--- config.mk ---
export PLATFORM = sky130hd
export DESIGN_NAME = obstacle_top
export DESIGN_NICKNAME = d
export VERILOG_FILES = /design/src/obstacle_pkg.sv /design/src/obstacle_top.sv /design/src/obstacle_mixer.sv /design/src/block_obstacle.sv /design/src/laser_obstacle.sv
export SDC_FILE = /design/constraint.sdc
export NUM_CORES = 1
export LEC_CHECK = 0
export ABC_CLOCK_PERIOD_IN_PS = 4800
export BUFFER_PORTS_ARGS = -buffer_cell sky130_fd_sc_hd__buf_2
export CAP_MARGIN = 20
export CORE_MARGIN = 1.5
export CORE_UTILIZATION = 45
export DETAILED_ROUTE_END_ITERATION = 12
export GPL_TIMING_DRIVEN = 0
export PLACE_DENSITY_LB_ADDON = 0.15
export SYNTH_ARGS = -nofsm -noshare
export SYNTH_HDL_FRONTEND = slang
export SYNTH_SLANG_ARGS = --single-unit
--- constraint.sdc ---
create_clock -name pclk -period 4.8 [get_ports pclk]
set_input_delay 0.48 -clock pclk [delete_from_list [all_inputs] [get_ports pclk]]
set_output_delay 0.48 -clock pclk [all_outputs]
set_load 0.02 [all_outputs]
--- src/obstacle_pkg.sv ---
package obstacle_pkg;

    ////////////////////
    // screen geometry

    localparam logic [11:0] LASER_TOP     = 12'd317;   // inclusive
    localparam logic [11:0] LASER_BOTTOM  = 12'd617;   // inclusive
    localparam logic [11:0] LASER_LEFT_X   = 12'd411;  // left column of each 2 pixel core
    localparam logic [11:0] LASER_MIDDLE_X = 12'd511;
    localparam logic [11:0] LASER_RIGHT_X  = 12'd611;

    localparam logic [11:0] BLOCK_X      = 12'd700;
    localparam logic [11:0] BLOCK_SIZE   = 12'd16;
    localparam logic [11:0] BLOCK_TOP    = 12'd100;    // top row after restart or wrap
    localparam logic [11:0] BLOCK_BOTTOM = 12'd600;    // last allowed top row
    localparam logic [11:0] BLOCK_STEP   = 12'd20;     // rows per frame

    localparam logic [11:0] PLAYER_SIZE = 12'd24;

    ////////////////////
    // obstacle timing, all in frames

    localparam int FRAME_CNT_W = 8;
    localparam int HALF_W      = 6;

    localparam logic [HALF_W-1:0]      LASER_MAX_HALF     = 6'd30;
    localparam logic [FRAME_CNT_W-1:0] LASER_SPAWN_FRAMES = 8'd2;
    localparam logic [FRAME_CNT_W-1:0] LASER_GAP_FRAMES   = 8'd4;

    // colours
    localparam logic [11:0] LASER_RGB = 12'hfff;
    localparam logic [11:0] BLOCK_RGB = 12'hf00;

    ////////////////////
    // types

    typedef enum logic [1:0] {KIND_NONE, KIND_LASER, KIND_BLOCK} obstacle_kind_t;

    typedef enum logic [1:0] {LASER_IDLE, LASER_LEFT, LASER_MIDDLE, LASER_RIGHT} laser_state_t;

    typedef enum logic {BLOCK_IDLE, BLOCK_FALL} block_state_t;

    typedef struct packed {
        logic [11:0] hcount;
        logic [11:0] vcount;
        logic [11:0] rgb;          // background colour on input
        logic        frame_start;
    } pix_t;

    typedef struct packed {
        logic play;
        logic menu;
    } ctrl_t;

    typedef struct packed {
        logic           valid;
        obstacle_kind_t kind;
        logic [11:0]    x;
        logic [11:0]    y;
    } hit_t;

endpackage
--- src/obstacle_top.sv ---
`timescale 1ns/1ns

module obstacle_top import obstacle_pkg::*; (
    input  logic        pclk,
    input  logic        rst,
    input  pix_t        pix_in,
    input  ctrl_t       ctrl,
    input  logic        start,
    input  logic [11:0] player_x,
    input  logic [11:0] player_y,
    output pix_t        pix_out,
    output hit_t        hit,
    output logic        working,
    output logic        done
);

    pix_t laser_pix;        // pixel delayed to match the covered bits
    logic laser_cov;
    logic block_cov;
    logic laser_active;
    logic block_active;

    laser_obstacle i_laser (
        .pclk         (pclk),
        .rst          (rst),
        .pix_in       (pix_in),
        .ctrl         (ctrl),
        .start        (start),
        .laser_pix    (laser_pix),
        .laser_cov    (laser_cov),
        .laser_active (laser_active),
        .done         (done)
    );

    block_obstacle i_block (
        .pclk         (pclk),
        .rst          (rst),
        .pix_in       (pix_in),
        .ctrl         (ctrl),
        .start        (start),
        .block_cov    (block_cov),
        .block_active (block_active)
    );

    obstacle_mixer i_mixer (
        .pclk         (pclk),
        .rst          (rst),
        .laser_pix    (laser_pix),
        .laser_cov    (laser_cov),
        .block_cov    (block_cov),
        .laser_active (laser_active),
        .block_active (block_active),
        .player_x     (player_x),
        .player_y     (player_y),
        .pix_out      (pix_out),
        .hit          (hit),
        .working      (working)
    );

endmodule

--- src/obstacle_mixer.sv ---
`timescale 1ns/1ns

module obstacle_mixer import obstacle_pkg::*; (
    input  logic        pclk,
    input  logic        rst,
    input  pix_t        laser_pix,
    input  logic        laser_cov,
    input  logic        block_cov,
    input  logic        laser_active,
    input  logic        block_active,
    input  logic [11:0] player_x,
    input  logic [11:0] player_y,
    output pix_t        pix_out,
    output hit_t        hit,
    output logic        working
);

    logic in_player;
    obstacle_kind_t kind;
    pix_t pix_nxt;
    hit_t hit_nxt;

    // player square, compared as an offset from its corner
    always_comb begin
        in_player = (laser_pix.hcount >= player_x)
            && (laser_pix.hcount - player_x < PLAYER_SIZE)
            && (laser_pix.vcount >= player_y)
            && (laser_pix.vcount - player_y < PLAYER_SIZE);
    end

    ////////////////////
    // overlay, laser above block

    always_comb begin
        pix_nxt = laser_pix;
        if (laser_cov) begin
            kind        = KIND_LASER;
            pix_nxt.rgb = LASER_RGB;
        end else if (block_cov) begin
            kind        = KIND_BLOCK;
            pix_nxt.rgb = BLOCK_RGB;
        end else begin
            kind = KIND_NONE;       // background passes through
        end
    end

    always_comb begin
        hit_nxt.valid = (kind != KIND_NONE) && in_player;
        hit_nxt.kind  = hit_nxt.valid ? kind : KIND_NONE;
        hit_nxt.x     = laser_pix.hcount;
        hit_nxt.y     = laser_pix.vcount;
    end

    always_ff @(posedge pclk) begin
        if (rst) begin
            pix_out <= '0;
            hit     <= '0;
            working <= 1'b0;
        end else begin
            pix_out <= pix_nxt;
            hit     <= hit_nxt;
            working <= laser_active || block_active;
        end
    end

endmodule

--- src/block_obstacle.sv ---
`timescale 1ns/1ns

module block_obstacle import obstacle_pkg::*; (
    input  logic  pclk,
    input  logic  rst,
    input  pix_t  pix_in,
    input  ctrl_t ctrl,
    input  logic  start,
    output logic  block_cov,
    output logic  block_active
);

    block_state_t state, state_nxt;
    logic [11:0] top, top_nxt;     // top row of the block
    logic [11:0] top_step;
    logic cov_nxt;

    assign block_active = (state == BLOCK_FALL);

    // top never exceeds 600, so the sum stays in 12 bits
    assign top_step = top + BLOCK_STEP;

    ////////////////////
    // fall and wrap

    always_comb begin
        state_nxt = state;
        top_nxt   = top;

        case (state)
            BLOCK_IDLE: begin
                if (start && ctrl.play && !ctrl.menu) begin
                    state_nxt = BLOCK_FALL;
                    top_nxt   = BLOCK_TOP;
                end
            end

            default: begin
                if (ctrl.menu || !ctrl.play) begin
                    state_nxt = BLOCK_IDLE;
                end else if (pix_in.frame_start) begin
                    if (top_step > BLOCK_BOTTOM) begin
                        top_nxt = BLOCK_TOP;        // wrap to the top
                    end else begin
                        top_nxt = top_step;
                    end
                end
            end
        endcase
    end

    ////////////////////
    // coverage

    always_comb begin
        cov_nxt = block_active
            && (pix_in.hcount >= BLOCK_X)
            && (pix_in.hcount < BLOCK_X + BLOCK_SIZE)
            && (pix_in.vcount >= top)
            && (pix_in.vcount < top + BLOCK_SIZE);
    end

    always_ff @(posedge pclk) begin
        if (rst) begin
            state     <= BLOCK_IDLE;
            top       <= BLOCK_TOP;
            block_cov <= 1'b0;
        end else begin
            state     <= state_nxt;
            top       <= top_nxt;
            block_cov <= cov_nxt;
        end
    end

endmodule

--- src/laser_obstacle.sv ---
`timescale 1ns/1ns

module laser_obstacle import obstacle_pkg::*; (
    input  logic  pclk,
    input  logic  rst,
    input  pix_t  pix_in,
    input  ctrl_t ctrl,
    input  logic  start,
    output pix_t  laser_pix,
    output logic  laser_cov,
    output logic  laser_active,
    output logic  done
);

    laser_state_t state, state_nxt;
    logic [HALF_W-1:0] half, half_nxt;               // beam growth on each side
    logic [FRAME_CNT_W-1:0] frame_cnt, frame_cnt_nxt;
    logic bounce, bounce_nxt;                        // set once the right beam repeats
    logic done_nxt;
    logic abort;
    logic [11:0] beam_x;
    logic cov_nxt;

    assign laser_active = (state != LASER_IDLE);
    assign abort        = ctrl.menu || !ctrl.play;

    ////////////////////
    // beam position and coverage

    always_comb begin
        case (state)
            LASER_MIDDLE: beam_x = LASER_MIDDLE_X;
            LASER_RIGHT:  beam_x = LASER_RIGHT_X;
            default:      beam_x = LASER_LEFT_X;
        endcase
    end

    always_comb begin
        cov_nxt = laser_active
            && (pix_in.hcount >= beam_x - 12'(half))
            && (pix_in.hcount <= beam_x + 12'd1 + 12'(half))
            && (pix_in.vcount >= LASER_TOP)
            && (pix_in.vcount <= LASER_BOTTOM);
    end

    ////////////////////
    // sequence FSM

    always_comb begin
        state_nxt     = state;
        half_nxt      = half;
        frame_cnt_nxt = frame_cnt;
        bounce_nxt    = bounce;
        done_nxt      = 1'b0;

        case (state)
            LASER_IDLE: begin
                if (start && ctrl.play && !ctrl.menu) begin
                    state_nxt     = LASER_LEFT;
                    half_nxt      = '0;
                    frame_cnt_nxt = '0;
                    bounce_nxt    = 1'b0;
                end
            end

            default: begin
                if (abort) begin
                    state_nxt = LASER_IDLE;                  // no done on abort
                end else if (pix_in.frame_start) begin
                    if (half != LASER_MAX_HALF) begin
                        if (frame_cnt != LASER_SPAWN_FRAMES) begin
                            frame_cnt_nxt = frame_cnt + 1'b1;   // thin beam holds
                        end else begin
                            half_nxt = half + 1'b1;
                            if (half_nxt == LASER_MAX_HALF) begin
                                frame_cnt_nxt = '0;         // full width, start gap
                            end
                        end
                    end else if (frame_cnt != LASER_GAP_FRAMES - 1'b1) begin
                        frame_cnt_nxt = frame_cnt + 1'b1;
                    end else begin
                        // gap over, next beam starts thin
                        half_nxt      = '0;
                        frame_cnt_nxt = '0;
                        case (state)
                            LASER_LEFT: begin
                                if (bounce) begin
                                    state_nxt = LASER_IDLE;
                                    done_nxt  = 1'b1;
                                end else begin
                                    state_nxt = LASER_MIDDLE;
                                end
                            end
                            LASER_MIDDLE: begin
                                state_nxt = bounce ? LASER_LEFT : LASER_RIGHT;
                            end
                            default: begin
                                // right twice, then back
                                state_nxt  = bounce ? LASER_MIDDLE : LASER_RIGHT;
                                bounce_nxt = 1'b1;
                            end
                        endcase
                    end
                end
            end
        endcase
    end

    always_ff @(posedge pclk) begin
        if (rst) begin
            state     <= LASER_IDLE;
            half      <= '0;
            frame_cnt <= '0;
            bounce    <= 1'b0;
            done      <= 1'b0;
            laser_cov <= 1'b0;
        end else begin
            state     <= state_nxt;
            half      <= half_nxt;
            frame_cnt <= frame_cnt_nxt;
            bounce    <= bounce_nxt;
            done      <= done_nxt;
            laser_cov <= cov_nxt;
        end
    end

    // pixel travels alongside the covered bit
    always_ff @(posedge pclk) begin
        laser_pix <= pix_in;
    end

endmodule

---- Word level (Yosys, flattened, before mapping) ----
Cells that the tools add are included.
Widths: inputs -> output; s select.
word-level totals
  input port bits ......................... 66
  output and inout bits ................... 66
  logic and storage cells ................. 142
  flip-flop bits (word level) ............. 111
operators by class
  multiplexer cells ....................... 46
  eq/ne operators ......................... 19
  bitwise gates (word level) .............. 3
  add/sub/neg operators ................... 9
  reduce and logical (&&, ||, !) cells .... 32
  $lt $le $gt $ge ......................... 13
operators with widths
  kind                   number
  $mux 12                7
  $mux 8                 8
  $ge 12x12->1           4
  $mux 6                 7
  $add 12x5->12 const B  2
  $lt 12x5->1 const B    2
  $sub 12x12->12         2
  $mux 2                 10
  $pmux 10 s2            1
  $ne 8x2->1 const B     2
  $logic_and 1x1->1      14
  $add 12x6->12          1
  $ge 12x10->1 const B   1
  $ge 12x9->1 const B    1
  $gt 12x10->1 const B   1
  $le 12x10->1 const B   1
  $le 12x12->1           1
  $lt 12x10->1 const B   1
  $lt 12x12->1           1
  $mux 1                 12
  $add 10x1->11 const B  1
  $sub 10x6->11          1
  $ne 2x2->1 const B     5
  $ne 3x2->1 const B     3
  other kinds (22)       33

---- Longest topological paths before layout ----
  depth in word-level cells ............... 8
  gate-level depth with buffers ........... 20
  depth with buffers taken out ............ 20

---- Hierarchy ----
A second synthesis with hierarchy kept.
unflattened totals
  cells, all modules ...................... 749
  area, all modules ....................... 6776.5 um^2
modules (own cells, without submodules)
  module          instances  cells each  area each (um^2)  sequential area each (um^2)
  laser_obstacle  1          295         2912.8            1121.1
  obstacle_mixer  1          283         2467.4            820.8
  block_obstacle  1          171         1396.3            240.2

---- Least setup slack after synthesis ----
OpenSTA, ideal clock, no wires.
  kind .................................... register -> register
  start point ............................. register i_laser.state[0]
  end point ............................... register i_laser.laser_cov
  data required time ...................... 4726 ps
  library setup time ...................... 74 ps
  clock period less this slack ............ 3226 ps
  setup slack ............................. 1574 ps
  arrival ................................. 3151 ps
  path buffers ............................ 0
  stages on the path, launching flop included .. 18
  cells stage by stage .................... dfxtp_1 -> inv_1 -> ha_1 -> nor2_1 -> ha_1 -> a21o_1 -> a21o_1 -> a21oi_1 -> xnor2_1 -> ha_1 -> a21o_1 -> a21oi_1 -> o21ai_0 -> a21o_1 -> a21o_1 -> a221oi_1 -> o21ai_0 -> a31oi_1
on the way
  longest elaborated chain between the ends .. 8
  elaborated cells between the ends (all ways) .. 13
  those cells by class .................... 3 x add/sub; 2 x order compare; 2 x eq/ne; 1 x mux; 5 x reduce/logical
ends and longest elaborated chain
  element                                            RTL line                                    text
  from (decl)                                        laser_obstacle.sv:15                        laser_state_t state, state_nxt;
  from (signal assigned)                             laser_obstacle.sv:118                       state <= state_nxt;
  $eq 2x2->1                                         laser_obstacle.sv:31                        case (state)
  $pmux 10 s2                                        laser_obstacle.sv:31
  $add 10x1->11 or $sub 10x6->11 (tied branches)     laser_obstacle.sv:41, laser_obstacle.sv:40
  $add 12x6->12 or $ge 12x12->1 (tied branches)      laser_obstacle.sv:41, laser_obstacle.sv:40
  $le 12x12->1 or $logic_and 1x1->1 (tied branches)  laser_obstacle.sv:41, laser_obstacle.sv:40
  $logic_and 1x1->1 *                                laser_obstacle.sv:41                        && (pix_in.hcount <= beam_x + 12'd1 + 12'(half))
  $logic_and 1x1->1 *                                laser_obstacle.sv:42                        && (pix_in.vcount >= LASER_TOP)
  $logic_and 1x1->1 *                                laser_obstacle.sv:43                        && (pix_in.vcount <= LASER_BOTTOM);
  to (signal assigned)                               laser_obstacle.sv:123                       laser_cov <= cov_nxt;
  to (decl)                                          laser_obstacle.sv:10                        output logic laser_cov,
Mark *: on every way between the ends. The rest lies on a longest branch, timed or not.
A chain may end at the register's enable or synchronous reset.

---- Worst setup path in the final report ----
Ends and elaborated chain as after synthesis.

==> impl_results.md <==
* Area leader, netlist: dfxtp_1
* Max Root-Sink Buffers at 2
* Crit Path Class: reg2reg
* Crit path from: i_laser.state[0]
* Placer Congestion at 0.889
* DP HPWL at 12200 um
* Clock buffer count from CTS at 9
* Nets at 1040
* Internal at ~1.5 mW
* Routed len/inst at 14.2 um
* Core Util, Final at 0.546
* Post-CTS sizing at 0
* FMAX at 0.271 GHz
* Antenna violations before repair at 0
* Reg2Reg Setup Slack at 1110 ps
* Row Count at 43
* Post-layout min period at 3690 ps
* Remaining global-route overflow at 0
* Share of post-route cells with drive strength above 1 at 0.212
* Top cells by area, synth: dfxtp_1 (34%), ha_1 (17%), a21oi_1 (4.3%)
* Hold Crit Class: in2reg
* Core area at 0.0139 mm2
* Skew final at roughly 8 ps
* Die area at 0.0150 mm2
* Hold buffer count at cts at 0
* Least-Margin Pin Slew at 702 ps
* Ys async rst share at 0
* Synth Flop Type: dfxtp_1
* Fin crit share at 0.768
* VDD IR max at 0.190 mV
* Die height at ~120 um
* Syn avg cell area at slightly below 9 um2
* Lkg Pwr at 3.60 nW
* Max-cap violation count at 0
* Ys Warns at 0
* Area grow syn2layout at 18.3%
* Min-delay src: pix_in[5]
* Gate power share at 0.180
* Sw frac at 0.294
* Setup bufs post-CTS at 0
* Detailed-route via count at 5497
* Worst Path Arrival at 3960 ps
* Clock power frac at 0.358
* RSZ-0062 raised after global routing: no
* I/O pins at ~130
* GRT Total Usage at 0.207
* Min Hold Slack at 214 ps
* Top cell type's share of synthesized area at 0.339
* Critical Path RT at around 5100 ps
* CTS tree: done
* Overall Power at 2.08 mW
* Slew headroom at 0.532
* NetSw at 0.610 mW
* Post-Syn Instances at between 700 and 800
* Initial Utilization at 0.461
* Setup violations, final at 0
* Skew-Pair Late Insertion Delay at 360 ps
* DRT iter0 DRCs at 311
* Synth cell types at 65
* Clock-pin slew on the worst setup and hold paths at 80 ps
* Startpoint Class: register
* I/O Buffers at ~130
* Mapped cell area at 0.00643 mm2
* Peak fanout along the critical path at 4
* Status: completed
* # DRC at 0
* Global-route wire length before repair at 24400 um
* Final Max Slew Viols at 0
* Die Span X at 123 um
* Number of synthesized flops with an enable pin at 0
* Routed Wire Length at ~15000 um
* Final hold violation count at 0
* Setup_tns at 0 ps
* Vias in the first global route at 5266
* First-pass detailed-route iteration total at 6
* Synth Net Count at 898
* Seq pwr share at 0.462
* N_diodes at 0
* Clk root buf: clkbuf_16
* Clock tree sinks at 109
* Seq/Total Area, Yosys at 0.339
* Seq cells post-synth at about 110
* Worst r2r src: i_laser.state[0]
* Final ANT Viol Nets at 0
* CP Capture Type: register
* Pin count of the biggest net entering global routing at 22
* CTS H-tree lvls at 3
* Avg Vias per Cell at slightly above 5
* Cell Pwr Density at around 270 mW/mm2
-- path summary, 6_finish.rpt --
| kind | to | depth (start not counted) |
|---|---|---|
| min reg2reg | i_mixer.pix_out[13] | 2 |
| max reg2reg | i_laser.laser_cov | 17 |
| max | i_laser.laser_cov | 17 |
| min | i_laser.laser_pix[5] | 1 |
-- per-stage QoR --
stage | worst slack, ps | cell area, um2 | cells
3_5_place_dp | 1120 | 7310 | 1052
3_3_place_gp | 1200 | 7310 | 1052
6_report | 1110 | 7610 | 1068
2_1_floorplan | 1570 | 6430 | 741
5_1_grt | 819 | 7610 | 1068
4_1_cts | 1120 | 7610 | 1068
-- critical path, stage by stage (launching register included) --
cell      delay [ps]
dfxtp_1          390
inv_1            120
ha_1             290
nor2_1           210
ha_1             260
a21o_1           150
a21o_1           190
a21oi_1          190
xnor2_1          160
ha_1             280
a21o_1           180
a21oi_1          120
o21ai_0           90
a21o_1           180
a21o_1           170
a221oi_1         270
o21ai_0          130
a31oi_1          200
-- cell families (layout without fill, tap and decap cells) --
family          after synthesis  count (layout)  synth area share
simple gates                223             223             0.183
compound gates              161             161             0.158
buf+inv                     115             262            0.0827
flops                       109             109             0.339
fa+ha+maj                    91              91             0.179
xor+xnor                     34              34            0.0463
mux                           7               7            0.0113
other cells                   1               1          0.000583
-- Yosys cell counts, types with 3 or more instances --
cell type,n
a2111oi_0,4
a211oi_1,4
a21o_1,11
a21oi_1,55
a221oi_1,3
a31oi_1,5
and3_1,5
and4_1,5
buf_2,5
buf_4,25
clkbuf_1,12
dfxtp_1,109
ha_1,89
inv_1,69
mux2i_1,5
nand2_1,30
nand2b_1,8
nand3_1,17
nand3b_1,3
nand4_1,9
nor2_1,70
nor2b_1,28
nor3_1,15
nor3b_1,4
nor4_1,5
o211ai_1,3
o21a_1,7
o21ai_0,38
o21ai_1,3
o21bai_1,7
o221ai_1,3
or2_1,3
or4_1,5
xnor2_1,21
xor2_1,13
-- routing by layer --
layer  up-vias  part of all wire  track usage  routed length, um
li1       2837                 -            -                  -
met1      2503              0.46        0.255               6890
met2       138              0.48        0.362               7290
met3        19             0.045       0.0362                676
met4         0             0.018       0.0705                274
met5         -                 0            0                  0
-- state kept, by name, summed over array words and instances (netlist names), 2 cells and up --
name / flops
i_laser.laser_pix: 37
i_mixer.pix_out: 37
i_block.top: 10
i_laser.frame_cnt: 8
i_laser.half: 6
i_mixer.hit: 3
i_laser.state: 2
-- area by class of cell --
type                       instances  area (um2)
buffer                            44         265
clock buffer                       9         225
clock inverter                     7        73.8
fill                            1325        6320
inverter                          71         267
multi-input combinational        517        3720
sequential                       109        2180
tap                              180         225
timing repair buffer             131         656
-- power by group through the flow --
stage	Sequential [mW]	Combinational [mW]	Clock (mW)
floorplan	0.999	0.231	0
global placement	0.981	0.363	0
detailed placement	0.982	0.371	0
CTS	0.961	0.373	0.767
global route	0.965	0.417	0.801
finish	0.961	0.374	0.743
-- layout by cell type (no fill, tap or decap), drive strengths merged, types with 5 or more instances in the layout --
| master | count |
|---|---|
| a21o | 11 |
| a21oi | 55 |
| a31oi | 5 |
| and3 | 5 |
| and4 | 5 |
| buf | 163 |
| clkbuf | 21 |
| dfxtp | 109 |
| ha | 89 |
| inv | 74 |
| mux2i | 5 |
| nand2 | 30 |
| nand2b | 8 |
| nand3 | 18 |
| nand4 | 9 |
| nor2 | 70 |
| nor2b | 28 |
| nor3 | 17 |
| nor4 | 6 |
| o21a | 7 |
| o21ai | 41 |
| o21bai | 7 |
| or2 | 5 |
| or4 | 5 |
| xnor2 | 21 |
| xor2 | 13 |
Power figures use the tool's default switching activity.
